## src/common/cpu_macros.svh

```systemverilog
// fixed architectural sizes and encodings of the core; only these values are supported
`ifndef CPU_MACROS_SVH
`define CPU_MACROS_SVH

// ------------------------------------------------------------
// sizes
// ------------------------------------------------------------
`define CPU_XLEN        32
`define CPU_NREGS       32
`define CPU_IMEM_DEPTH  64
`define CPU_DMEM_DEPTH  256

`define CPU_REG_RESET   32'd200 // registers 1..31 after reset
`define CPU_DMEM_RESET  32'd5   // every data word after reset

// ------------------------------------------------------------
// opcodes and R-type funct codes
// ------------------------------------------------------------
`define CPU_OP_RTYPE    6'd0
`define CPU_OP_J        6'd2
`define CPU_OP_BEQ      6'd4
`define CPU_OP_ADDI     6'd8
`define CPU_OP_LW       6'd35
`define CPU_OP_SW       6'd43

`define CPU_FN_ADD      6'd32
`define CPU_FN_SUB      6'd34
`define CPU_FN_AND      6'd36
`define CPU_FN_OR       6'd37
`define CPU_FN_SLT      6'd42

`endif
```

## src/common/pipePkg.sv

```systemverilog
// pipeline-internal types; memory indices are word indices, not byte addresses
`default_nettype none

`include "cpu_macros.svh"

package pipePkg;

	typedef logic [$clog2(`CPU_IMEM_DEPTH)-1:0] imemIdxT;
	typedef logic [$clog2(`CPU_DMEM_DEPTH)-1:0] dmemIdxT;

	// execute operand source
	typedef logic [1:0] fwdSelT;

	localparam fwdSelT FWD_REG = 2'd0; // value read in decode
	localparam fwdSelT FWD_MEM = 2'd1; // result of the memory stage
	localparam fwdSelT FWD_WB  = 2'd2; // write-back data

endpackage

`default_nettype wire

```

## src/common/isaPkg.sv

```systemverilog
// instruction-set types for the MIPS-like subset; immediates are treated as unsigned
`default_nettype none

`include "cpu_macros.svh"

package isaPkg;

	// data and address word
	typedef logic [`CPU_XLEN-1:0] wordT;

	// raw instruction, always 32 bits regardless of data width
	typedef logic [31:0] instrT;

	typedef logic [$clog2(`CPU_NREGS)-1:0] regIdxT;

	// instruction fields
	typedef logic [5:0]  opcodeT;  // bits 31..26
	typedef logic [5:0]  functT;   // bits 5..0, R type only
	typedef logic [15:0] immT;     // immediate or branch offset in words
	typedef logic [25:0] jumpIdxT; // jump target in words

endpackage

`default_nettype wire

```

## src/source/fetchUnit.sv

```systemverilog
// program is loaded through the write port while reset is held; pc wraps at 64 words
`timescale 1ns/1ns
`default_nettype none

`include "cpu_macros.svh"

module fetchUnit (
	input  wire                    Reset,
	input  wire                    clk,
	input  wire                    imemWrite,
	input  wire pipePkg::imemIdxT  imemAddr,
	input  wire isaPkg::instrT     imemData,
	input  wire                    stall,
	input  wire                    redirect,
	input  wire isaPkg::wordT      redirectPc,
	output isaPkg::instrT          fetchInstr,
	output isaPkg::wordT           fetchPc,
	output logic                   fetchValid
);

	isaPkg::instrT imem [`CPU_IMEM_DEPTH];
	isaPkg::wordT  pc;
	isaPkg::wordT  pcPlus4;
	isaPkg::instrT instr;

	assign pcPlus4 = pc + 32'd4;
	assign instr = imem[pipePkg::imemIdxT'(pc >> 2)]; // combinational read

	always_ff @(posedge Reset) begin
		if (imemWrite) begin
			imem[imemAddr] <= imemData;
		end
	end

	// ------------------------------------------------------------
	// pc and fetch/decode valid
	// ------------------------------------------------------------
	always_ff @(posedge Reset or posedge clk) begin
		if (clk) begin
			pc         <= '0;
			fetchValid <= 1'b0;
		end else if (redirect) begin
			pc         <= redirectPc;
			fetchValid <= 1'b0; // drop the word fetched behind the branch
		end else if (!stall) begin
			pc         <= pcPlus4;
			fetchValid <= 1'b1;
		end
	end

	always_ff @(posedge Reset) begin
		if (!stall && !redirect) begin
			fetchInstr <= instr;
			fetchPc    <= pcPlus4; // branch base
		end
	end

endmodule

`default_nettype wire

```

## config.mk

```make
export PLATFORM = sky130hd
export DESIGN_NAME = fetchUnit
export DESIGN_NICKNAME = d
export VERILOG_FILES = /design/src/common/pipePkg.sv /design/src/common/isaPkg.sv /design/src/source/fetchUnit.sv
export VERILOG_INCLUDE_DIRS = /design/src /design/src/common
export SDC_FILE = /design/constraint.sdc
export NUM_CORES = 2
export LEC_CHECK = 0
export BUFFER_PORTS_ARGS = -buffer_cell sky130_fd_sc_hd__buf_2
export CAP_MARGIN = 20
export CORE_ASPECT_RATIO = 0.8
export CORE_MARGIN = 2
export CORE_UTILIZATION = 62
export CTS_CLUSTER_SIZE = 28
export DETAILED_ROUTE_END_ITERATION = 7
export PLACE_DENSITY = 0.79
export RECOVER_POWER = 25
export REMOVE_ABC_BUFFERS = 1
export SLEW_MARGIN = 40
export SYNTH_ARGS = -nofsm -noshare
export SYNTH_HDL_FRONTEND = slang
export SYNTH_SLANG_ARGS = --single-unit
export TNS_END_PERCENT = 10
```

## constraint.sdc

```tcl
create_clock -name Reset -period 3.5 [get_ports Reset]
set_input_delay 0.7 -clock Reset [delete_from_list [all_inputs] [get_ports Reset]]
set_output_delay 0.7 -clock Reset [all_outputs]
set_load 0.02 [all_outputs]
```

==> results by group <==
Place
  – Port Buffer Count: 139
  – Routability cong.: 0.810
  – HPWL Detailed: 116,000 um
  – Placed Area: 0.0873 mm2

Min path
  – WHS Path Cells: 3
  – Hold Path Class: in -> reg

GRT
  – First-pass GRT wire length: 310,000 um
  – Number of global-route vias before repair: 43,300
  – Initial antenna violation count: 11
  – Total Routing Usage GR: 0.326
  – Total global routing overflow: 0
  – Pin count of the biggest net entering global routing: 65

Route
  – Routed Antenna Nets: 0
  – WL/cell: 35.9 um
  – Detailed Route WL: 218,000 um
  – 1st-iter DRT viols: 6,570
  – TritonRoute pass-1 iters: 6
  – Drt via density: 7.06
  – DRC: 0
  – Vias: 42,900

Pwr
  – Switch Pwr: 12.6 mW
  – PwrDens: 586 mW/mm2
  – Switching share of power: 0.231
  – Internal cell power: 42.0 mW
  – Combinational power share: 0.097
  – Clk pwr share: 0.377
  – Leak: 29.3 nW
  – Reg power frac: 0.527
  – Total power: 54.7 mW
  – VDD IR max: 579 uV

Worst setup path
  – Path depth of the worst reg2reg path: 8
  – Setup crit start kind: flop
  – Worst R2R Setup Slack: 130 ps
  – Worst Path Arrival: 3910 ps
  – Crit path capture type: flop
  – Worst EP required: 4030 ps
  – Critical path class: reg -> reg
  – Crit path max fanout: 22

Finish
  – Final net count: 4,238
  – Growth of design area from synthesis to finish: 13.1%
  – Fin util: 0.707
  – Share of cells above drive strength 1: 0.276
  – Design area: 0.0932 mm2

Timing
  – Fin. Hold Viols: 0
  – Final Cycle Share: 0.963
  – RSZ-0062 raised after global routing: no
  – Slew Limit Fails: 1,690
  – Worst-margin pin slew: 3030 ps
  – Max frequency: 297 MHz
  – Slew headroom: -1.02
  – Clk_skew: 32.0 ps
  – Setup-failing EPs final: 0
  – Post-route minimum period: 3370 ps

Floorplan
  – Die Y-Extent: 330 um
  – Row cnt: 119
  – Core area: 0.132 mm2
  – Die W: 412 um
  – Total Die Area: 0.136 mm2
  – Starting density of the core: 0.626
  – IO Pins: 140

Yosys
  – Top FF cell, synth: edfxtp_1
  – EDFF count, synth: 2,112
  – Share of the synthesized area in the top cell type: 0.769
  – Commonest cells in the synthesized netlist: edfxtp_1 (2,112), mux4_2 (472), nor2_1 (132), mux2i_1 (129), nand2_1 (126)
  – Post-Syn Instances: 3,825
  – FF+latch count, synth: 2,145
  – Async SR Flop Fraction: 0.0154
  – Average cell area after synthesis: 21.6 um2
  – Most common cell in the netlist: edfxtp_1
  – Synth area leader: edfxtp_1
  – Largest cells by area after synthesis: edfxtp_1 (77%), mux4_2 (13%), mux2i_1 (1.6%)
  – Mapped Area: 0.0825 mm2
  – Sequential share of the synthesized area: 0.779
  – Distinct cell type count after synthesis: 60
  – Yosys Warn Count: 0

Clock network
  – Clock sinks: 2,145
  – Post-CTS resize count: 0
  – H-Tree Depth: 4
  – Root Buffer: clkbuf_16
  – Clock slew at reported path FFs: 70 ps
  – CTS tree: yes
  – Inserted Clock Buffers: 188
  – Worst-case clock buffer depth: 3
  – Worst-Skew Late Latency: 840 ps

Run status
  – Outcome: finished, violations left
  – Failing checks: capacitance limit, slew limit

Run
  – Max_cap viols: 26
[layout make-up]
| class | count | area, um2 |
|---|---|---|
| Antenna cell | 5 | 12.5 |
| Clock buffer | 232 | 4920 |
| Clock inverter | 111 | 1090 |
| Fill cell | 7309 | 38500 |
| Inverter | 10 | 38.8 |
| Multi-Input combinational cell | 1457 | 17600 |
| Sequential cell | 2145 | 64300 |
| Tap cell | 1754 | 2190 |
| Timing Repair Buffer | 360 | 3150 |
[kinds of logic (layout without fill, tap and decap cells)]
family                     after synthesis  count (layout)  synth area share
buffers and inverters                  223             713            0.0140
xor gates and xnor gates                52              52           0.00552
other                                    0               5                 0
adders and majority gates                1               1          0.000152
and+or+nand+nor                        462             462            0.0267
AOI/OAI and AO/OA                      311             311            0.0258
DFF                                   2145            2145             0.779
muxes                                  631             631             0.149
[per-stage QoR]
step                      std cells  hold WS (ps)  worst slack [ps]   TNS, ps
after floorplan                3612           421            -20010  -1794340
after global placement         5724           424              88.2         0
after detailed placement       5724           438              76.7         0
after CTS                      6068          47.3              39.3         0
after global routing           6071          92.3              97.1         0
final                          6074          94.2               129         0
[cells in the final DEF, fill, tap and decap left out, drive strengths merged, types with 10 or more instances in the layout]
cell type / instances
a2111oi: 12
a211oi: 11
a21oi: 35
a221oi: 19
a22oi: 56
a31oi: 11
and2: 11
and3: 22
buf: 333
bufinv: 17
clkbuf: 258
clkinv: 83
clkinvlp: 10
dfrtp: 33
edfxtp: 2112
inv: 11
mux2: 30
mux2i: 129
mux4: 472
nand2: 126
nand2b: 15
nand3: 35
nor2: 132
nor2b: 21
nor3: 40
nor4: 21
o21ai: 53
o22ai: 61
or3: 11
xnor2: 32
xor2: 20
[power by group through the flow]
| stage | Combinational [mW] | Sequential (mW) | Clock (mW) |
|---|---|---|---|
| after global placement | 4.99 | 29.3 | 0 |
| final | 5.28 | 28.8 | 20.6 |
| after CTS | 5.25 | 28.7 | 20.7 |
| after floorplan | 3.99 | 29.7 | 0 |
| after detailed placement | 5.12 | 29.3 | 0 |
| after global routing | 5.51 | 28.8 | 21.6 |
[registers in the layout (all words and copies together), names as in the netlist]
name        count
pc             32
imem         2048
fetchInstr     32
fetchValid      1
fetchPc        32
[what timing repair did]
action / CTS / global route
buffers inserted: 0 / 1
endpoints found under the hold margin: 22 / 0
setup endpoints to repair: 0 / 1
hold buffers: 1 / 0
[final timing paths]
check | from | to
worst max-delay path | pc[2] | fetchInstr[8]
worst min-delay path | redirectPc[21] | pc[21]
worst max register to register | pc[2] | fetchInstr[8]
worst min register to register | pc[1] | fetchPc[1]
max in group asynchronous | clk | pc[15]
min in group asynchronous | clk | pc[22]
[layer usage]
metal | up-vias | wire length (um) | GRT usage
li1 | 16700 | - | -
met3 | 537 | 31400 | 0.0876
met4 | 10 | 8940 | 0.132
met1 | 22000 | 74600 | 0.450
met5 | - | 69 | 0
met2 | 3605 | 103000 | 0.505
[critical path, cell delays in order, from the launching register on]
cell	delay (ps)
dfrtp_4	690
buf_12	240
buf_12	230
mux4_2	520
a22oi_1	350
a21oi_1	230
nor3_1	540
buf_4	200
a2111oi_0	50
Power figures use the tool's default switching activity.
