File: config.mk
export PLATFORM = sky130hd
export DESIGN_NAME = decodeStage
export DESIGN_NICKNAME = d
export VERILOG_FILES = /design/src/common/isaPkg.sv /design/src/decode/decodeStage.sv /design/src/decode/registerFile.sv
export VERILOG_INCLUDE_DIRS = /design/src /design/src/common
export SDC_FILE = /design/constraint.sdc
export NUM_CORES = 2
export LEC_CHECK = 0
export ABC_CLOCK_PERIOD_IN_PS = 37900
export BUFFER_PORTS_ARGS = -buffer_cell sky130_fd_sc_hd__buf_2
export CAP_MARGIN = 20
export CORE_MARGIN = 8
export CORE_UTILIZATION = 63
export CTS_BUF_LIST = sky130_fd_sc_hd__clkbuf_16
export DETAILED_ROUTE_END_ITERATION = 7
export PLACE_DENSITY = 0.83
export SYNTH_ARGS = -nofsm -noshare
export SYNTH_HDL_FRONTEND = slang
export SYNTH_SLANG_ARGS = --single-unit
export TNS_END_PERCENT = 1
File: constraint.sdc
create_clock -name Reset -period 37.9 [get_ports Reset]
set_input_delay 3.79 -clock Reset [delete_from_list [all_inputs] [get_ports Reset]]
set_output_delay 3.79 -clock Reset [all_outputs]
set_load 0.01 [all_outputs]
File: src/common/cpu_macros.svh
// fixed architectural sizes and encodings of the core; only these values are supported
`ifndef CPU_MACROS_SVH
`define CPU_MACROS_SVH

// ------------------------------------------------------------
// sizes
// ------------------------------------------------------------
`define CPU_XLEN        32
`define CPU_NREGS       32
`define CPU_IMEM_DEPTH  64
`define CPU_DMEM_DEPTH  256

`define CPU_REG_RESET   32'd200 // registers 1..31 after reset
`define CPU_DMEM_RESET  32'd5   // every data word after reset

// ------------------------------------------------------------
// opcodes and R-type funct codes
// ------------------------------------------------------------
`define CPU_OP_RTYPE    6'd0
`define CPU_OP_J        6'd2
`define CPU_OP_BEQ      6'd4
`define CPU_OP_ADDI     6'd8
`define CPU_OP_LW       6'd35
`define CPU_OP_SW       6'd43

`define CPU_FN_ADD      6'd32
`define CPU_FN_SUB      6'd34
`define CPU_FN_AND      6'd36
`define CPU_FN_OR       6'd37
`define CPU_FN_SLT      6'd42

`endif
File: src/common/isaPkg.sv
// instruction-set types for the MIPS-like subset; immediates are treated as unsigned
`default_nettype none

`include "cpu_macros.svh"

package isaPkg;

	// data and address word
	typedef logic [`CPU_XLEN-1:0] wordT;

	// raw instruction, always 32 bits regardless of data width
	typedef logic [31:0] instrT;

	typedef logic [$clog2(`CPU_NREGS)-1:0] regIdxT;

	// instruction fields
	typedef logic [5:0]  opcodeT;  // bits 31..26
	typedef logic [5:0]  functT;   // bits 5..0, R type only
	typedef logic [15:0] immT;     // immediate or branch offset in words
	typedef logic [25:0] jumpIdxT; // jump target in words

endpackage

`default_nettype wire

File: src/decode/decodeStage.sv
// beq and j resolve here; a beq waits for sources still in execute or loaded in memory
`timescale 1ns/1ns
`default_nettype none

`include "cpu_macros.svh"

module decodeStage (
	input  wire                 Reset,
	input  wire                 clk,
	input  wire isaPkg::instrT  fetchInstr,
	input  wire isaPkg::wordT   fetchPc,
	input  wire                 fetchValid,
	input  wire isaPkg::regIdxT exDest,
	input  wire                 exRegWrite,
	input  wire                 exMemToReg,
	input  wire isaPkg::wordT   exResult,
	input  wire                 wbValid,
	input  wire isaPkg::regIdxT wbReg,
	input  wire isaPkg::wordT   wbData,
	output logic                stall,
	output logic                redirect,
	output isaPkg::wordT        redirectPc,
	output logic                idValid,
	output isaPkg::regIdxT      idRs,
	output isaPkg::regIdxT      idRt,
	output isaPkg::regIdxT      idRd,
	output isaPkg::wordT        idData1,
	output isaPkg::wordT        idData2,
	output isaPkg::opcodeT      idOpcode,
	output isaPkg::functT       idFunct,
	output isaPkg::immT         idImm,
	output logic                idRegWrite,
	output logic                idMemWrite,
	output logic                idMemToReg
);

	isaPkg::opcodeT  opcode;
	isaPkg::regIdxT  rs;
	isaPkg::regIdxT  rt;
	isaPkg::regIdxT  rd;
	isaPkg::immT     imm;
	isaPkg::jumpIdxT jumpIdx;
	logic isRtype, isJump, isBeq, isAddi, isLoad, isStore;
	isaPkg::wordT    rfData1;
	isaPkg::wordT    rfData2;
	isaPkg::wordT    cmpA;
	isaPkg::wordT    cmpB;
	logic loadUse, branchExe, branchLoad;
	// copy of the instruction now in execute
	logic            exeLoad;
	logic            exeWrites;
	isaPkg::regIdxT  exeDest;

	// register 0 never carries a hazard
	function automatic logic hits(isaPkg::regIdxT dest, isaPkg::regIdxT src);
		return dest != '0 && dest == src;
	endfunction

	assign opcode  = fetchInstr[31:26];
	assign rs      = fetchInstr[25:21];
	assign rt      = fetchInstr[20:16];
	assign rd      = fetchInstr[15:11];
	assign imm     = fetchInstr[15:0];
	assign jumpIdx = fetchInstr[25:0];

	assign isRtype = opcode == `CPU_OP_RTYPE;
	assign isJump  = opcode == `CPU_OP_J;
	assign isBeq   = opcode == `CPU_OP_BEQ;
	assign isAddi  = opcode == `CPU_OP_ADDI;
	assign isLoad  = opcode == `CPU_OP_LW;
	assign isStore = opcode == `CPU_OP_SW;

	// write-back reaches the reads through the bypass in the file
	registerFile u_registerFile (
		.Reset   (Reset),
		.clk     (clk),
		.rs      (rs),
		.rt      (rt),
		.wbValid (wbValid),
		.wbReg   (wbReg),
		.wbData  (wbData),
		.data1   (rfData1),
		.data2   (rfData2)
	);

	// ------------------------------------------------------------
	// hazards
	// ------------------------------------------------------------
	assign loadUse    = exeLoad && !isJump && (hits(exeDest, rs) || hits(exeDest, rt));
	assign branchExe  = isBeq && exeWrites && (hits(exeDest, rs) || hits(exeDest, rt));
	assign branchLoad = isBeq && exRegWrite && exMemToReg
		&& (hits(exDest, rs) || hits(exDest, rt)); // loaded data not ready yet
	assign stall      = fetchValid && (loadUse || branchExe || branchLoad);

	always_ff @(posedge Reset or posedge clk) begin
		if (clk) begin
			exeLoad   <= 1'b0;
			exeWrites <= 1'b0;
		end else begin
			exeLoad   <= idValid && isLoad;
			exeWrites <= idRegWrite;
		end
	end

	always_ff @(posedge Reset) begin
		exeDest <= idRd;
	end

	// ------------------------------------------------------------
	// branch compare and targets
	// ------------------------------------------------------------
	assign cmpA = (exRegWrite && hits(exDest, rs)) ? exResult : rfData1;
	assign cmpB = (exRegWrite && hits(exDest, rt)) ? exResult : rfData2;

	assign redirect   = fetchValid && !stall && (isJump || (isBeq && cmpA == cmpB));
	assign redirectPc = isJump ? {4'b0, jumpIdx, 2'b0} : fetchPc + {14'b0, imm, 2'b0};

	// to execute, a bubble while stalling
	assign idValid    = fetchValid && !stall;
	assign idRs       = rs;
	assign idRt       = rt;
	assign idRd       = isRtype ? rd : rt; // destination register
	assign idData1    = rfData1;
	assign idData2    = rfData2;
	assign idOpcode   = opcode;
	assign idFunct    = fetchInstr[5:0];
	assign idImm      = imm;
	assign idRegWrite = idValid && (isRtype || isAddi || isLoad);
	assign idMemWrite = idValid && isStore;
	assign idMemToReg = idValid && isLoad;

endmodule

`default_nettype wire

File: src/decode/registerFile.sv
// register 0 reads zero and drops writes; others reset to 200
`timescale 1ns/1ns
`default_nettype none

`include "cpu_macros.svh"

module registerFile (
	input  wire                 Reset,
	input  wire                 clk,
	input  wire isaPkg::regIdxT rs,
	input  wire isaPkg::regIdxT rt,
	input  wire                 wbValid,
	input  wire isaPkg::regIdxT wbReg,
	input  wire isaPkg::wordT   wbData,
	output isaPkg::wordT        data1,
	output isaPkg::wordT        data2
);

	isaPkg::wordT regs [`CPU_NREGS];

	// zero register first, then the write of this cycle
	function automatic isaPkg::wordT readReg(isaPkg::regIdxT idx);
		if (idx == '0)
			return '0;
		if (wbValid && wbReg == idx)
			return wbData;
		return regs[idx];
	endfunction

	always_ff @(posedge Reset or posedge clk) begin
		if (clk) begin
			for (int i = 0; i < `CPU_NREGS; i++) begin
				regs[i] <= (i == 0) ? '0 : `CPU_REG_RESET;
			end
		end else if (wbValid && wbReg != '0) begin
			regs[wbReg] <= wbData;
		end
	end

	always_comb begin
		data1 = readReg(rs);
		data2 = readReg(rt);
	end

endmodule

`default_nettype wire

==> impl_metrics.toml <==
[route]
drc = 10
drt-initial-drc-count = 6795
viasPerCell = 7.65
vias = 42400
dr.pass1.iters = 8
routedWlPerCell_um = 36.1
antenna_left = 0
drt_wl_total_mm = 200

[synthesis]
ys_types = 84
synthFlopType = "dfrtp_1"
muxShareOfSynthArea_pct = 41.2
syn_area_per_cell_um2 = 14.1
postSynthCellCount = 4162
synth-seq-cells = 1031
synth_edf_count = 0
synth_warnings = 0
syn_nets = 4323
synth_area_um2 = 58800
synth-xor-area-share_pct = 1.19
yosys.area_share.simple_pct = 3.27
synth_compound_area_share_pct = 5.62
ys_async_sr_fraction_pct = 99.5
synthAdderAreaFrac_pct = 0.374
synth_top_family_by_area = "multiplexers"
yosysSeqAreaShare_pct = 44.0

[setup_path]
reg2reg_slack_ns = 35.66
cp_max_fo = 62
crit_type = "in2out"
reg2reg_depth = 8
cp-end-kind = "primary output"
worstReg2RegEnd = "exeWrites"
cp_data_arrival_time_ns = 9.86
required_ns = 34.11
critPathLaunch = "fetchInstr[21]"
start_kind = "input port"
timing.rr.start = "exeDest[2]"
critPathCapture = "redirect"

[global_routing]
grt_pass1_wl_mm = 292
grt_max_degree = 167
antenna_found_initial = 12
track_usage_pct = 38.3
grt_overflow = 0
grt_pass1_vias = 43300

[finish]
drive_gt1_share_pct = 52.4
fillerInstances = 6163
syn_to_final_growth_pct = 8.78
nNetsFinal = 4351
fin_util_pct = 68.9

[sta]
period_needed_ns = 13.65
worstMarginPinSlew_ns = 1.19
hold_violations = 0
relSlewSlack_pct = 20.4
setup_tns_ns = 0
skew_ns = 0.00277
max_freq_mhz = 73.2
finalCritPeriodShare_pct = 36.0
setup_viol = 0
rsz0062_at_grt = "no"
maxSlewViolCount = 0

[flow_run]
max_cap_viol_count = 0

[clock_network]
cts_resized = 0
cts_tree = "done"
cts_sinks = 1031
root_buffer = "clkbuf_16"
path_clk_slew_ns = 0.06
cts_made_buffers = 108
htreeDepth = 3
cts.path.max_buffers = 3
post_cts_buffers = 0
hold_buffers = 0
clkLatencyLatePin_ns = 0.68

[die]
core-area_um2 = 92900
die_h_um = 322
start_util_pct = 63.3
dieArea_um2 = 103000
die_w_um = 322
fp-row-count = 112
ios = 289

[placement]
dp.final_hpwl_mm = 124
gp_congestion = 1.02
port_buffers = 288

[pwr]
power_density_nw_per_um2 = 52.1
vdd_drop_max_mv = 0.0546
p_leak_nw = 27.7

[min_path]
worstHoldPathType = "reg2reg"

[outcome]
violations = "design-rule violations"
outcome = "complete, but fails checks"
==> worst min-delay path by stage <==
stage,startpoint,end,slack (ns),cells after the start
after global routing,u_registerFile.regs[1000],u_registerFile.regs[1000],0.41,0
after detailed placement,u_registerFile.regs[1014],u_registerFile.regs[1014],0.38,0
after floorplan,u_registerFile.regs[1000],u_registerFile.regs[1000],0.44,1
after CTS,u_registerFile.regs[1015],u_registerFile.regs[1015],0.40,0
after global placement,u_registerFile.regs[1022],u_registerFile.regs[1022],0.38,0
final,u_registerFile.regs[1015],u_registerFile.regs[1015],0.40,0
==> worst max-delay path, stage by stage <==
cell	delay [ns]
buf_8	0.53
buf_4	0.69
buf_4	0.77
mux4_2	0.60
nor2b_1	0.15
a211oi_1	0.28
a211oi_1	0.11
a221o_1	0.41
o221a_1	0.30
o22ai_1	0.57
nand4_1	0.19
nor4_1	0.48
a31oi_1	0.46
o22ai_2	0.21
buf_2	0.16
==> power breakdown <==
group | total (mW) | leakage, nW | switching [mW] | internal, mW
clock network | 1.03 | 1.76 | 0.457 | 0.578
logic | 0.818 | 12.9 | 0.379 | 0.439
registers | 1.49 | 13.0 | 0.161 | 1.32
total | 3.34 | 27.7 | 0.998 | 2.34
==> metrics by stage <==
stage | instances | power [mW] | hold WS [ns] | setup slack [ns] | area, um2
floorplan | 4162 | 2.04 | 0.441 | 5.39 | 58800
global placement | 5333 | 2.24 | 0.377 | 24.46 | 60600
detailed placement | 5333 | 2.28 | 0.383 | 24.53 | 60600
CTS | 5530 | 3.31 | 0.396 | 24.55 | 64000
global route | 5536 | 3.44 | 0.411 | 24.15 | 64000
finish | 5543 | 3.34 | 0.398 | 24.25 | 64000
==> sequential cells by signal (all words and copies together), names as in the netlist <==
signal	cells
exeLoad	1
exeWrites	1
exeDest	5
u_registerFile.regs	1024
==> cell usage after synthesis (all sizes together) (24+ instances only) <==
| cell type | instances | area [um2] |
|---|---|---|
| a211oi | 29 | 228 |
| a21oi | 65 | 325 |
| a221oi | 29 | 267 |
| a22oi | 70 | 526 |
| buf | 230 | 1450 |
| clkbuf | 247 | 927 |
| dfrtp | 933 | 23300 |
| dfstp | 93 | 2440 |
| inv | 50 | 188 |
| mux2 | 1006 | 11300 |
| mux2i | 106 | 1060 |
| mux4 | 526 | 11800 |
| nand2 | 133 | 499 |
| nand3 | 31 | 155 |
| nor2 | 107 | 404 |
| nor3 | 24 | 125 |
| o21ai | 72 | 360 |
| o22ai | 62 | 394 |
| xnor2 | 47 | 412 |
| xor2 | 33 | 289 |
==> placed cells by master (no fill, tap or decap), types with 9 or more instances in the layout <==
cell type     n
a22o_1       22
nand2b_1     12
clkinv_1     23
mux2_2     1006
o22ai_1      61
nand3_1      31
xnor2_1      47
buf_4       105
a21oi_1      64
a31oi_1      11
nor2_4       17
nor3b_1       9
dfrtp_1     933
a221o_1      17
nor2b_1      12
dfstp_2      93
nor3_1       21
nand2_2      15
diode_2      12
and2_1       12
o21ai_0      63
and3_1       10
nand2_1     118
nor2_1       88
or3_1        13
ha_1         16
clkbuf_16   110
a221oi_1     27
inv_1        73
mux2i_1     106
a211oi_1     27
buf_2       281
a22oi_1      70
xor2_1       33
mux4_2      526
clkinv_2     21
==> cell type report <==
type                    instances  area, um2  share of cell area [%]
multi-input cells            2602      30600                    47.8
flip-flops and latches       1031      25900                    40.4
clock buffers                 110       2750                    4.30
repair buffers                395       2350                    3.68
well taps                    1254       1570                    2.45
clock inverters                87        622                   0.971
inverters                      52        203                   0.317
diodes                         12       30.0                  0.0469
==> layer usage <==
metal | global-route usage [%] | up-vias | wire (um)
met2 | 54.3 | 3668 | 84700
met1 | 48.4 | 21700 | 68700
met5 | 0.992 | - | 164
li1 | - | 16000 | -
met4 | 20.9 | 6 | 14200
met3 | 18.4 | 1007 | 32600
==> cell families (layout without fill, tap and decap cells) <==
group | count (synthesis) | count (layout)
flops | 1031 | 1031
xor+xnor | 80 | 80
compound gates | 461 | 461
other cells | 0 | 12
mux | 1638 | 1638
fa+ha+maj | 17 | 17
buf+inv | 529 | 644
simple gates | 406 | 406
Power figures use the tool's default switching activity.
