`config.mk`:
```
export PLATFORM = sky130hd
export DESIGN_NAME = executeStage
export DESIGN_NICKNAME = d
export VERILOG_FILES = /design/src/common/pipePkg.sv /design/src/common/isaPkg.sv /design/src/source/executeStage.sv
export VERILOG_INCLUDE_DIRS = /design/src /design/src/common
export SDC_FILE = /design/constraint.sdc
export NUM_CORES = 1
export LEC_CHECK = 0
export ABC_AREA = 1
export BUFFER_PORTS_ARGS = -buffer_cell sky130_fd_sc_hd__buf_2
export CORE_MARGIN = 3
export CORE_UTILIZATION = 56
export DETAILED_ROUTE_END_ITERATION = 10
export GPL_ROUTABILITY_DRIVEN = 0
export PLACE_DENSITY_LB_ADDON = 0.25
export SKIP_LAST_GASP = 1
export SLEW_MARGIN = 20
export SYNTH_ARGS = -nofsm -noshare
export SYNTH_HDL_FRONTEND = slang
export SYNTH_SLANG_ARGS = --single-unit
```
`constraint.sdc`:
```
create_clock -name Reset -period 4.98 [get_ports Reset]
set_input_delay 0.498 -clock Reset [delete_from_list [all_inputs] [get_ports Reset]]
set_output_delay 0.498 -clock Reset [all_outputs]
set_load 0.03 [all_outputs]
```
`src/common/cpu_macros.svh`:
```
// fixed architectural sizes and encodings of the core; only these values are supported
`ifndef CPU_MACROS_SVH
`define CPU_MACROS_SVH

// ------------------------------------------------------------
// sizes
// ------------------------------------------------------------
`define CPU_XLEN        32
`define CPU_NREGS       32
`define CPU_IMEM_DEPTH  64
`define CPU_DMEM_DEPTH  256

`define CPU_REG_RESET   32'd200 // registers 1..31 after reset
`define CPU_DMEM_RESET  32'd5   // every data word after reset

// ------------------------------------------------------------
// opcodes and R-type funct codes
// ------------------------------------------------------------
`define CPU_OP_RTYPE    6'd0
`define CPU_OP_J        6'd2
`define CPU_OP_BEQ      6'd4
`define CPU_OP_ADDI     6'd8
`define CPU_OP_LW       6'd35
`define CPU_OP_SW       6'd43

`define CPU_FN_ADD      6'd32
`define CPU_FN_SUB      6'd34
`define CPU_FN_AND      6'd36
`define CPU_FN_OR       6'd37
`define CPU_FN_SLT      6'd42

`endif
```
`src/common/pipePkg.sv`:
```
// pipeline-internal types; memory indices are word indices, not byte addresses
`default_nettype none

`include "cpu_macros.svh"

package pipePkg;

	typedef logic [$clog2(`CPU_IMEM_DEPTH)-1:0] imemIdxT;
	typedef logic [$clog2(`CPU_DMEM_DEPTH)-1:0] dmemIdxT;

	// execute operand source
	typedef logic [1:0] fwdSelT;

	localparam fwdSelT FWD_REG = 2'd0; // value read in decode
	localparam fwdSelT FWD_MEM = 2'd1; // result of the memory stage
	localparam fwdSelT FWD_WB  = 2'd2; // write-back data

endpackage

`default_nettype wire

```
`src/common/isaPkg.sv`:
```
// instruction-set types for the MIPS-like subset; immediates are treated as unsigned
`default_nettype none

`include "cpu_macros.svh"

package isaPkg;

	// data and address word
	typedef logic [`CPU_XLEN-1:0] wordT;

	// raw instruction, always 32 bits regardless of data width
	typedef logic [31:0] instrT;

	typedef logic [$clog2(`CPU_NREGS)-1:0] regIdxT;

	// instruction fields
	typedef logic [5:0]  opcodeT;  // bits 31..26
	typedef logic [5:0]  functT;   // bits 5..0, R type only
	typedef logic [15:0] immT;     // immediate or branch offset in words
	typedef logic [25:0] jumpIdxT; // jump target in words

endpackage

`default_nettype wire

```
`src/source/executeStage.sv`:
```
// ALU treats immediates and slt as unsigned; memory stage wins over write-back when forwarding
`timescale 1ns/1ns
`default_nettype none

`include "cpu_macros.svh"

module executeStage (
	input  wire                 Reset,
	input  wire                 clk,
	input  wire                 idValid,
	input  wire isaPkg::regIdxT idRs,
	input  wire isaPkg::regIdxT idRt,
	input  wire isaPkg::regIdxT idRd,
	input  wire isaPkg::wordT   idData1,
	input  wire isaPkg::wordT   idData2,
	input  wire isaPkg::opcodeT idOpcode,
	input  wire isaPkg::functT  idFunct,
	input  wire isaPkg::immT    idImm,
	input  wire                 idRegWrite,
	input  wire                 idMemWrite,
	input  wire                 idMemToReg,
	input  wire isaPkg::wordT   memResult,
	input  wire                 wbValid,
	input  wire isaPkg::regIdxT wbReg,
	input  wire isaPkg::wordT   wbData,
	output logic                exValid,
	output isaPkg::wordT        exResult,
	output isaPkg::wordT        exStoreData,
	output isaPkg::regIdxT      exDest,
	output logic                exRegWrite,
	output logic                exMemWrite,
	output logic                exMemToReg
);

	// decode/execute register
	logic exeValid, exeRegWrite, exeMemWrite, exeMemToReg;
	isaPkg::regIdxT exeRs;
	isaPkg::regIdxT exeRt;
	isaPkg::regIdxT exeDest;
	isaPkg::wordT   exeData1;
	isaPkg::wordT   exeData2;
	isaPkg::opcodeT exeOpcode;
	isaPkg::functT  exeFunct;
	isaPkg::immT    exeImm;
	pipePkg::fwdSelT sel1;
	pipePkg::fwdSelT sel2;
	isaPkg::wordT   opA;
	isaPkg::wordT   opB;
	isaPkg::wordT   aluOut;

	function automatic pipePkg::fwdSelT fwdSel(isaPkg::regIdxT src);
		if (exRegWrite && exDest != '0 && exDest == src)
			return pipePkg::FWD_MEM;
		if (wbValid && wbReg != '0 && wbReg == src)
			return pipePkg::FWD_WB;
		return pipePkg::FWD_REG;
	endfunction

	function automatic isaPkg::wordT pick(pipePkg::fwdSelT sel, isaPkg::wordT regVal);
		case (sel)
			pipePkg::FWD_MEM: return memResult;
			pipePkg::FWD_WB:  return wbData;
			default:          return regVal;
		endcase
	endfunction

	always_ff @(posedge Reset or posedge clk) begin
		if (clk) begin
			exeValid    <= 1'b0;
			exeRegWrite <= 1'b0;
			exeMemWrite <= 1'b0;
			exeMemToReg <= 1'b0;
		end else begin
			exeValid    <= idValid;
			exeRegWrite <= idRegWrite;
			exeMemWrite <= idMemWrite;
			exeMemToReg <= idMemToReg;
		end
	end

	always_ff @(posedge Reset) begin
		exeRs     <= idRs;
		exeRt     <= idRt;
		exeDest   <= idRd;
		exeData1  <= idData1;
		exeData2  <= idData2;
		exeOpcode <= idOpcode;
		exeFunct  <= idFunct;
		exeImm    <= idImm;
	end

	// ------------------------------------------------------------
	// forwarding and ALU
	// ------------------------------------------------------------
	always_comb begin
		sel1 = fwdSel(exeRs);
		sel2 = fwdSel(exeRt);
		opA  = pick(sel1, exeData1);
		opB  = pick(sel2, exeData2); // also the store data
	end

	always_comb begin
		case (exeOpcode)
			`CPU_OP_RTYPE: begin
				case (exeFunct)
					`CPU_FN_ADD: aluOut = opA + opB;
					`CPU_FN_SUB: aluOut = opA - opB;
					`CPU_FN_AND: aluOut = opA & opB;
					`CPU_FN_OR:  aluOut = opA | opB;
					`CPU_FN_SLT: aluOut = isaPkg::wordT'(opA < opB);
					default:     aluOut = '0;
				endcase
			end
			`CPU_OP_ADDI, `CPU_OP_LW, `CPU_OP_SW: aluOut = opA + {16'b0, exeImm};
			default: aluOut = '0; // beq and j do nothing here
		endcase
	end

	// execute/memory register
	always_ff @(posedge Reset or posedge clk) begin
		if (clk) begin
			exValid    <= 1'b0;
			exRegWrite <= 1'b0;
			exMemWrite <= 1'b0;
			exMemToReg <= 1'b0;
		end else begin
			exValid    <= exeValid;
			exRegWrite <= exeRegWrite;
			exMemWrite <= exeMemWrite;
			exMemToReg <= exeMemToReg;
		end
	end

	always_ff @(posedge Reset) begin
		exResult    <= aluOut;
		exStoreData <= opB;
		exDest      <= exeDest;
	end

endmodule

`default_nettype wire

```
==> results_dict.tcl, run 1 <==
set metrics [dict create \
    status "finished, final reports clean" \
    grt_pass1_vias 11900 \
    syn_area_sq_um 11700 \
    synth_top_family_by_area "simple AND/OR/NAND/NOR gates" \
    finClkSkew_ns 0.0260 \
    dp.cells 2176 \
    cts_htree_levels 4 \
    instances_no_fill 2212 \
    slew_headroom 0.485 \
    clkSinkCount 184 \
    critical_path.endpoint_type "register" \
    ys_ff_latch 184 \
    num_vias 12500 \
    dieHeight_um 151 \
    grt_pass1_wl_mm 60.3 \
    grt_max_degree 30 \
    finalNetCount 2222 \
    period_needed_ns 4.61 \
    coreArea_sq_um 20400 \
    clock_path_buffers 2 \
    io_pins 256 \
    worstSkewPairLatency_ns 0.45 \
    grt_usage 0.337 \
    synthXorXnorAreaFrac 0.0127 \
    hold_ws_ns 0.138 \
    min_from "idData2[8]" \
    max_freq_ghz 0.217 \
    peakVddDrop_uv 256 \
    final_antenna_net_count 0 \
    power_switching_mw 1.51 \
    cp_max_fo 14 \
    rr_startpoint "exeRs[3]" \
    io_buffers 255 \
    post_cts_buffers 0 \
    synthSimpleGateAreaFrac 0.241 \
    switching_share 0.365 \
    p_clk_frac 0.353 \
    topRoutingLayerUsed "met4" \
    syn-num-nets 1953 \
    clkTransAtPathRegs_ns 0.08 \
    yosysSeqAreaShare 0.317 \
    setup_viol 0 \
    crit_path_start "exeRs[3]" \
    async_reset_ff_frac 0.0435 \
    power.leakage_nw 7.33 \
    placed_area_sq_um 13500 \
    synthFlopType "dfxtp_1" \
    p_int_mw 2.63 \
    drv_cap 0 \
    synth_edf_count 0 \
    timing.setup.tns_ns 0 \
    synth-compound-area-share 0.197 \
    cts_tree "built" \
    hold_violations 0 \
    route.met2.wl_mm 17.4 \
    dp_hpwl_mm 30.8 \
    critical_path_class "reg2reg" \
    antenna_found_initial 1 \
    wl_mm 38.7 \
    fin_ws_ns 0.368 \
    crit_arrival_ns 4.95 \
    die_area_sq_um 22700 \
    seqPwrFrac 0.381 \
    avgSynthCellArea_sq_um 7.08 \
    synthCells 1657 \
    place_ws_ns 0.257 \
    drt-met1-wl_mm 15.8 \
    wl_met3_mm 4.10 \
    fillers 1766 \
    rsz0062_at_grt "false" \
    numCtsBuffers 17 \
    root_buffer "clkbuf_16" \
    first_pass_iters 5 \
    start_util 0.575 \
    drt-wirelength-per-cell_um 17.5 \
    synth_cell_types 61 \
    synth.area.mux_share 0 \
    fin_crit_sh 0.926 \
    p_total_mw 4.14 \
    drc 0 \
    worst_pin_slew_ns 0.772 \
    fin_util 0.692 \
    final_max_slew_viol_count 0 \
    pwr-share-comb 0.266 \
    power.density_nw_per_um2 293 \
    die_x_um 151 \
    worst_ep_required_time_ns 5.32 \
    vias_per_cell 5.66 \
    layout-drive-gt1-share 0.208 \
    rows 52 \
    cp-start-kind "register" \
    area_growth_pct 20.5 \
    design_area_sq_um 14100 \
    ys_warn_count 0 \
    drt_iter0_markers 1478 \
    globalRouteOverflowTotal 0 \
    synth_adder_area_share 0.122 \
    hold_class "in2reg" \
]
==> cells by family (layout without fill, tap and decap cells) <==
kind of cell / count (synthesis) / in the layout
other cells: 0 / 3
flops: 184 / 184
xor+xnor: 17 / 17
buf+inv: 334 / 616
simple gates: 639 / 639
compound gates: 370 / 370
fa+ha+maj: 113 / 113
==> worst paths after layout <==
kind | cells after the start | to | slack, ns
max in group asynchronous | 3 | exRegWrite | 4.21
setup reg to reg | 22 | exResult[28] | 0.37
hold / removal | 1 | exeData2[8] | 0.14
min in group asynchronous | 3 | exMemToReg | 0.53
hold reg to reg | 0 | exDest[1] | 0.33
setup / recovery | 22 | exResult[28] | 0.37
==> repair_timing <==
action | in CTS | in global routing
endpoints found under the setup margin | 0 | 8
hold buffers | 1 | 0
resized for setup | 0 | 2
hold endpoints to repair | 8 | 0
==> final cells by class <==
class                      count  area [sq um]  area share
sequential                   184          3720       0.263
timing repair buffer         298          1610       0.114
inverter                     286          1070      0.0759
tap                          270           338      0.0239
clock inverter                15           224      0.0158
antenna                        3          7.51    0.000531
clock buffer                  17           425      0.0301
multi-input combinational   1139          6740       0.476
==> power groups by stage <==
stage / clock [mW] / sequential [mW] / combinational [mW]
6_report: 1.46 / 1.58 / 1.10
5_1_grt: 1.54 / 1.58 / 1.21
4_1_cts: 1.47 / 1.58 / 1.07
3_5_place_dp: 0 / 1.61 / 1.06
3_3_place_gp: 0 / 1.61 / 1.04
2_1_floorplan: 0 / 1.66 / 0.657
==> cell usage after synthesis (3+ instances only) <==
master | count | area, sq um
inv_1 | 272 | 1020
a21boi_0 | 7 | 52.6
inv_2 | 11 | 41.3
nor2_2 | 5 | 31.3
buf_2 | 12 | 60.1
o211ai_1 | 7 | 52.6
dfxtp_1 | 176 | 3520
fa_1 | 3 | 60.1
nand2_2 | 5 | 31.3
or2_2 | 26 | 163
ha_1 | 110 | 1380
nand2_4 | 3 | 33.8
nand3_1 | 93 | 465
a21oi_1 | 140 | 701
or2_1 | 5 | 31.3
dfrtp_1 | 8 | 200
o221ai_2 | 6 | 90.1
nor3_1 | 14 | 70.1
o21bai_1 | 4 | 30.0
o31ai_1 | 4 | 30.0
nor2_1 | 154 | 578
a221oi_2 | 3 | 45.0
o21a_1 | 5 | 37.5
o2111ai_1 | 17 | 149
o22ai_1 | 10 | 62.6
xnor2_1 | 7 | 61.3
a221oi_1 | 34 | 298
o21ai_1 | 9 | 45.0
nand2_1 | 294 | 1100
o21ai_0 | 98 | 490
a32o_1 | 3 | 30.0
nand4_1 | 15 | 93.8
nor4_1 | 5 | 31.3
nand3b_1 | 6 | 45.0
xor2_1 | 10 | 87.6
clkinv_1 | 3 | 11.3
clkbuf_1 | 32 | 120
a211oi_1 | 3 | 22.5
a31oi_1 | 10 | 62.6
==> flip-flops by register name, summed over array words and instances, names as in the netlist <==
signal,count
exeOpcode,6
exeMemWrite,1
exStoreData,32
exResult,32
exeData2,32
exeFunct,6
exeMemToReg,1
exeRt,5
exMemWrite,1
exeRs,5
exeData1,32
exeDest,5
exRegWrite,1
exDest,5
exeImm,16
exValid,1
exeRegWrite,1
exeValid,1
exMemToReg,1
==> layer usage <==
layer / up-vias / track usage
met5: - / 0
met4: 0 / 0.123
met3: 109 / 0.0658
met2: 752 / 0.537
met1: 5664 / 0.454
li1: 5991 / -
==> cell usage in the layout (no fill, tap or decap), drive strengths merged, types with 7 or more instances in the layout <==
cell type,count
nor3,16
clkbuf,17
o21ai,107
nand3,96
or2,32
clkinv,8
o2111ai,17
nand2,302
o22ai,10
xor2,10
a21boi,7
a31oi,10
dfxtp,176
xnor2,7
o221ai,7
buf,297
nor2,161
a221oi,37
ha,110
o211ai,9
nand4,15
dfrtp,8
a21oi,140
inv,292
==> worst max-delay path, cell delays in order (launching register included) <==
cell,delay (ns)
dfxtp_1,0.34
xor2_1,0.16
nor2_1,0.20
nand3_4,0.25
nand2_2,0.32
nor2_1,0.08
a211oi_1,0.38
ha_1,0.26
inv_1,0.06
fa_1,0.38
inv_1,0.09
nand3_1,0.07
nand2_1,0.12
nand2_1,0.08
o21ai_1,0.19
inv_1,0.06
o21a_1,0.24
o21ai_1,0.40
nand3_1,0.27
nor4_4,0.28
nand3_1,0.11
nand3_1,0.11
nand2_1,0.06
(Power assumes the default switching activity.)
==> inputs of run 2 (changes only) <==
--- a/config.mk
+++ b/config.mk
@@ -7,7 +7,7 @@
 export NUM_CORES = 1
 export LEC_CHECK = 0
 export ABC_AREA = 1
-export BUFFER_PORTS_ARGS = -buffer_cell sky130_fd_sc_hd__buf_2
+export BUFFER_PORTS_ARGS = -buffer_cell sky130_fd_sc_hd__clkbuf_2
 export CORE_MARGIN = 3
 export CORE_UTILIZATION = 56
 export DETAILED_ROUTE_END_ITERATION = 10
==> results_dict.tcl, run 2 (synthesis gave the netlist of run 1 again) <==
set metrics [dict create \
    status "finished with violations" \
    violations "DRC" \
    layout-drive-gt1-share 0.207 \
    timing.setup.tns_ns 0 \
    cts_tree "built" \
    worst_ep_required_time_ns 5.33 \
    critical_path_class "reg2reg" \
    fin_crit_sh 0.924 \
    cts_htree_levels 4 \
    globalRouteOverflowTotal 0 \
    hold_class "in2reg" \
    drt_iter0_markers 1344 \
    rows 52 \
    worst_pin_slew_ns 0.753 \
    hold_violations 0 \
    r2r_slack_ns 0.38 \
    peakVddDrop_uv 288 \
    slew_headroom 0.496 \
    fillers 1790 \
    root_buffer "clkbuf_16" \
    period_needed_ns 4.60 \
    cp_max_fo 14 \
    clock_path_buffers 2 \
    setup_viol 0 \
    rsz0062_at_grt "false" \
    numCtsBuffers 17 \
    critical_path.endpoint_type "register" \
    fin_util 0.690 \
    antenna_found_initial 2 \
    first_pass_iters 9 \
    area_growth_pct 20.0 \
    wl_mm 38.7 \
    grt_pass1_vias 12000 \
    die_area_sq_um 22700 \
    clkTransAtPathRegs_ns 0.09 \
    final_cell_mix "294 x nand2_1, 272 x inv_1, 255 x clkbuf_2, 176 x dfxtp_1, 154 x nor2_1" \
    num_vias 12400 \
    power.leakage_nw 7.34 \
    io_buffers 255 \
    cp-start-kind "register" \
    post_cts_buffers 0 \
    clkSinkCount 184 \
    grt_usage 0.335 \
    grt_max_degree 30 \
    start_util 0.575 \
    grt_pass1_wl_mm 59.7 \
    max_freq_ghz 0.217 \
    power.density_nw_per_um2 291 \
    final_antenna_net_count 0 \
    finClkSkew_ns 0.0153 \
    crit_arrival_ns 4.95 \
    finalNetCount 2221 \
    drt-wirelength-per-cell_um 17.5 \
    io_pins 256 \
    final_max_slew_viol_count 0 \
    dp_hpwl_mm 31.0 \
    drc 1 \
    worstSkewPairLatency_ns 0.45 \
    coreArea_sq_um 20400 \
    drv_cap 0 \
    dieHeight_um 151 \
    vias_per_cell 5.61 \
    die_x_um 151 \
    final_common_cell "nand2_1" \
]
run 2: power by group:
group          total (mW)  internal (mW)  switching (mW)
clock network        1.43          0.699           0.726
logic                1.10          0.368           0.730
registers            1.58           1.55          0.0291
total                4.10           2.62            1.49
run 2: worst paths after layout:
check | end | startpoint | cells past startpoint
max | exResult[28] | exDest[1] | 25
min | exeFunct[3] | idFunct[3] | 1
max reg2reg | exResult[28] | exDest[1] | 25
min reg2reg | exDest[4] | exeDest[4] | 0
max in group asynchronous | exMemToReg | clk | 3
min in group asynchronous | exRegWrite | clk | 3
run 2: worst max-delay path, cell delays in order, from the launching register on:
cell      delay [ns]
dfxtp_1         0.41
nand2_1         0.08
nand2_1         0.09
nand2_2         0.06
nor2_4          0.09
nand3_4         0.20
nand2_2         0.31
buf_4           0.25
nor2_1          0.06
a221oi_1        0.58
ha_1            0.44
nor2_1          0.26
inv_1           0.09
nor2_1          0.12
and3_1          0.20
nand3_1         0.08
nand3_1         0.16
nand2_1         0.09
o211ai_1        0.14
nand4_1         0.20
nand2_1         0.16
nand2_1         0.07
nand3_1         0.08
nand3_1         0.12
nand2_1         0.11
nand2_1         0.05
run 2: final cells by class:
| class | count | area (sq um) | share of cell area |
|---|---|---|---|
| Antenna cell | 2 | 5.00 | 0.000355 |
| Clock buffer | 17 | 425 | 0.0302 |
| Clock inverter | 15 | 201 | 0.0143 |
| Inverter | 286 | 1070 | 0.0762 |
| Multi-Input combinational cell | 1139 | 6730 | 0.478 |
| Sequential cell | 184 | 3720 | 0.264 |
| Tap cell | 270 | 338 | 0.0240 |
| Timing Repair Buffer | 297 | 1590 | 0.113 |
run 2: routing by layer:
metal | wire, um | global-route usage
met1 | 15200 | 0.422
met2 | 17100 | 0.528
met3 | 4490 | 0.101
met4 | 1800 | 0.158
met5 | 0 | 0
run 2: timing repair:
| action | CTS | global route |
|---|---|---|
| setup endpoints to repair | 0 | 6 |
| hold endpoints to repair | 8 | 0 |
| hold buffers | 1 | 0 |
| resized for setup | 0 | 1 |
run 2: stage by stage:
step | worst slack (ns) | area (sq um) | hold WS, ns | power (mW) | cells
CTS | 0.258 | 14100 | 0.136 | 4.08 | 2208
finish | 0.378 | 14100 | 0.144 | 4.10 | 2210
floorplan | 0.847 | 11700 | 0.310 | 2.32 | 1657
global route | 0.00333 | 14100 | 0.132 | 4.29 | 2210
global placement | 0.472 | 13400 | 0.311 | 2.65 | 2175
detailed placement | 0.197 | 13400 | 0.312 | 2.67 | 2175
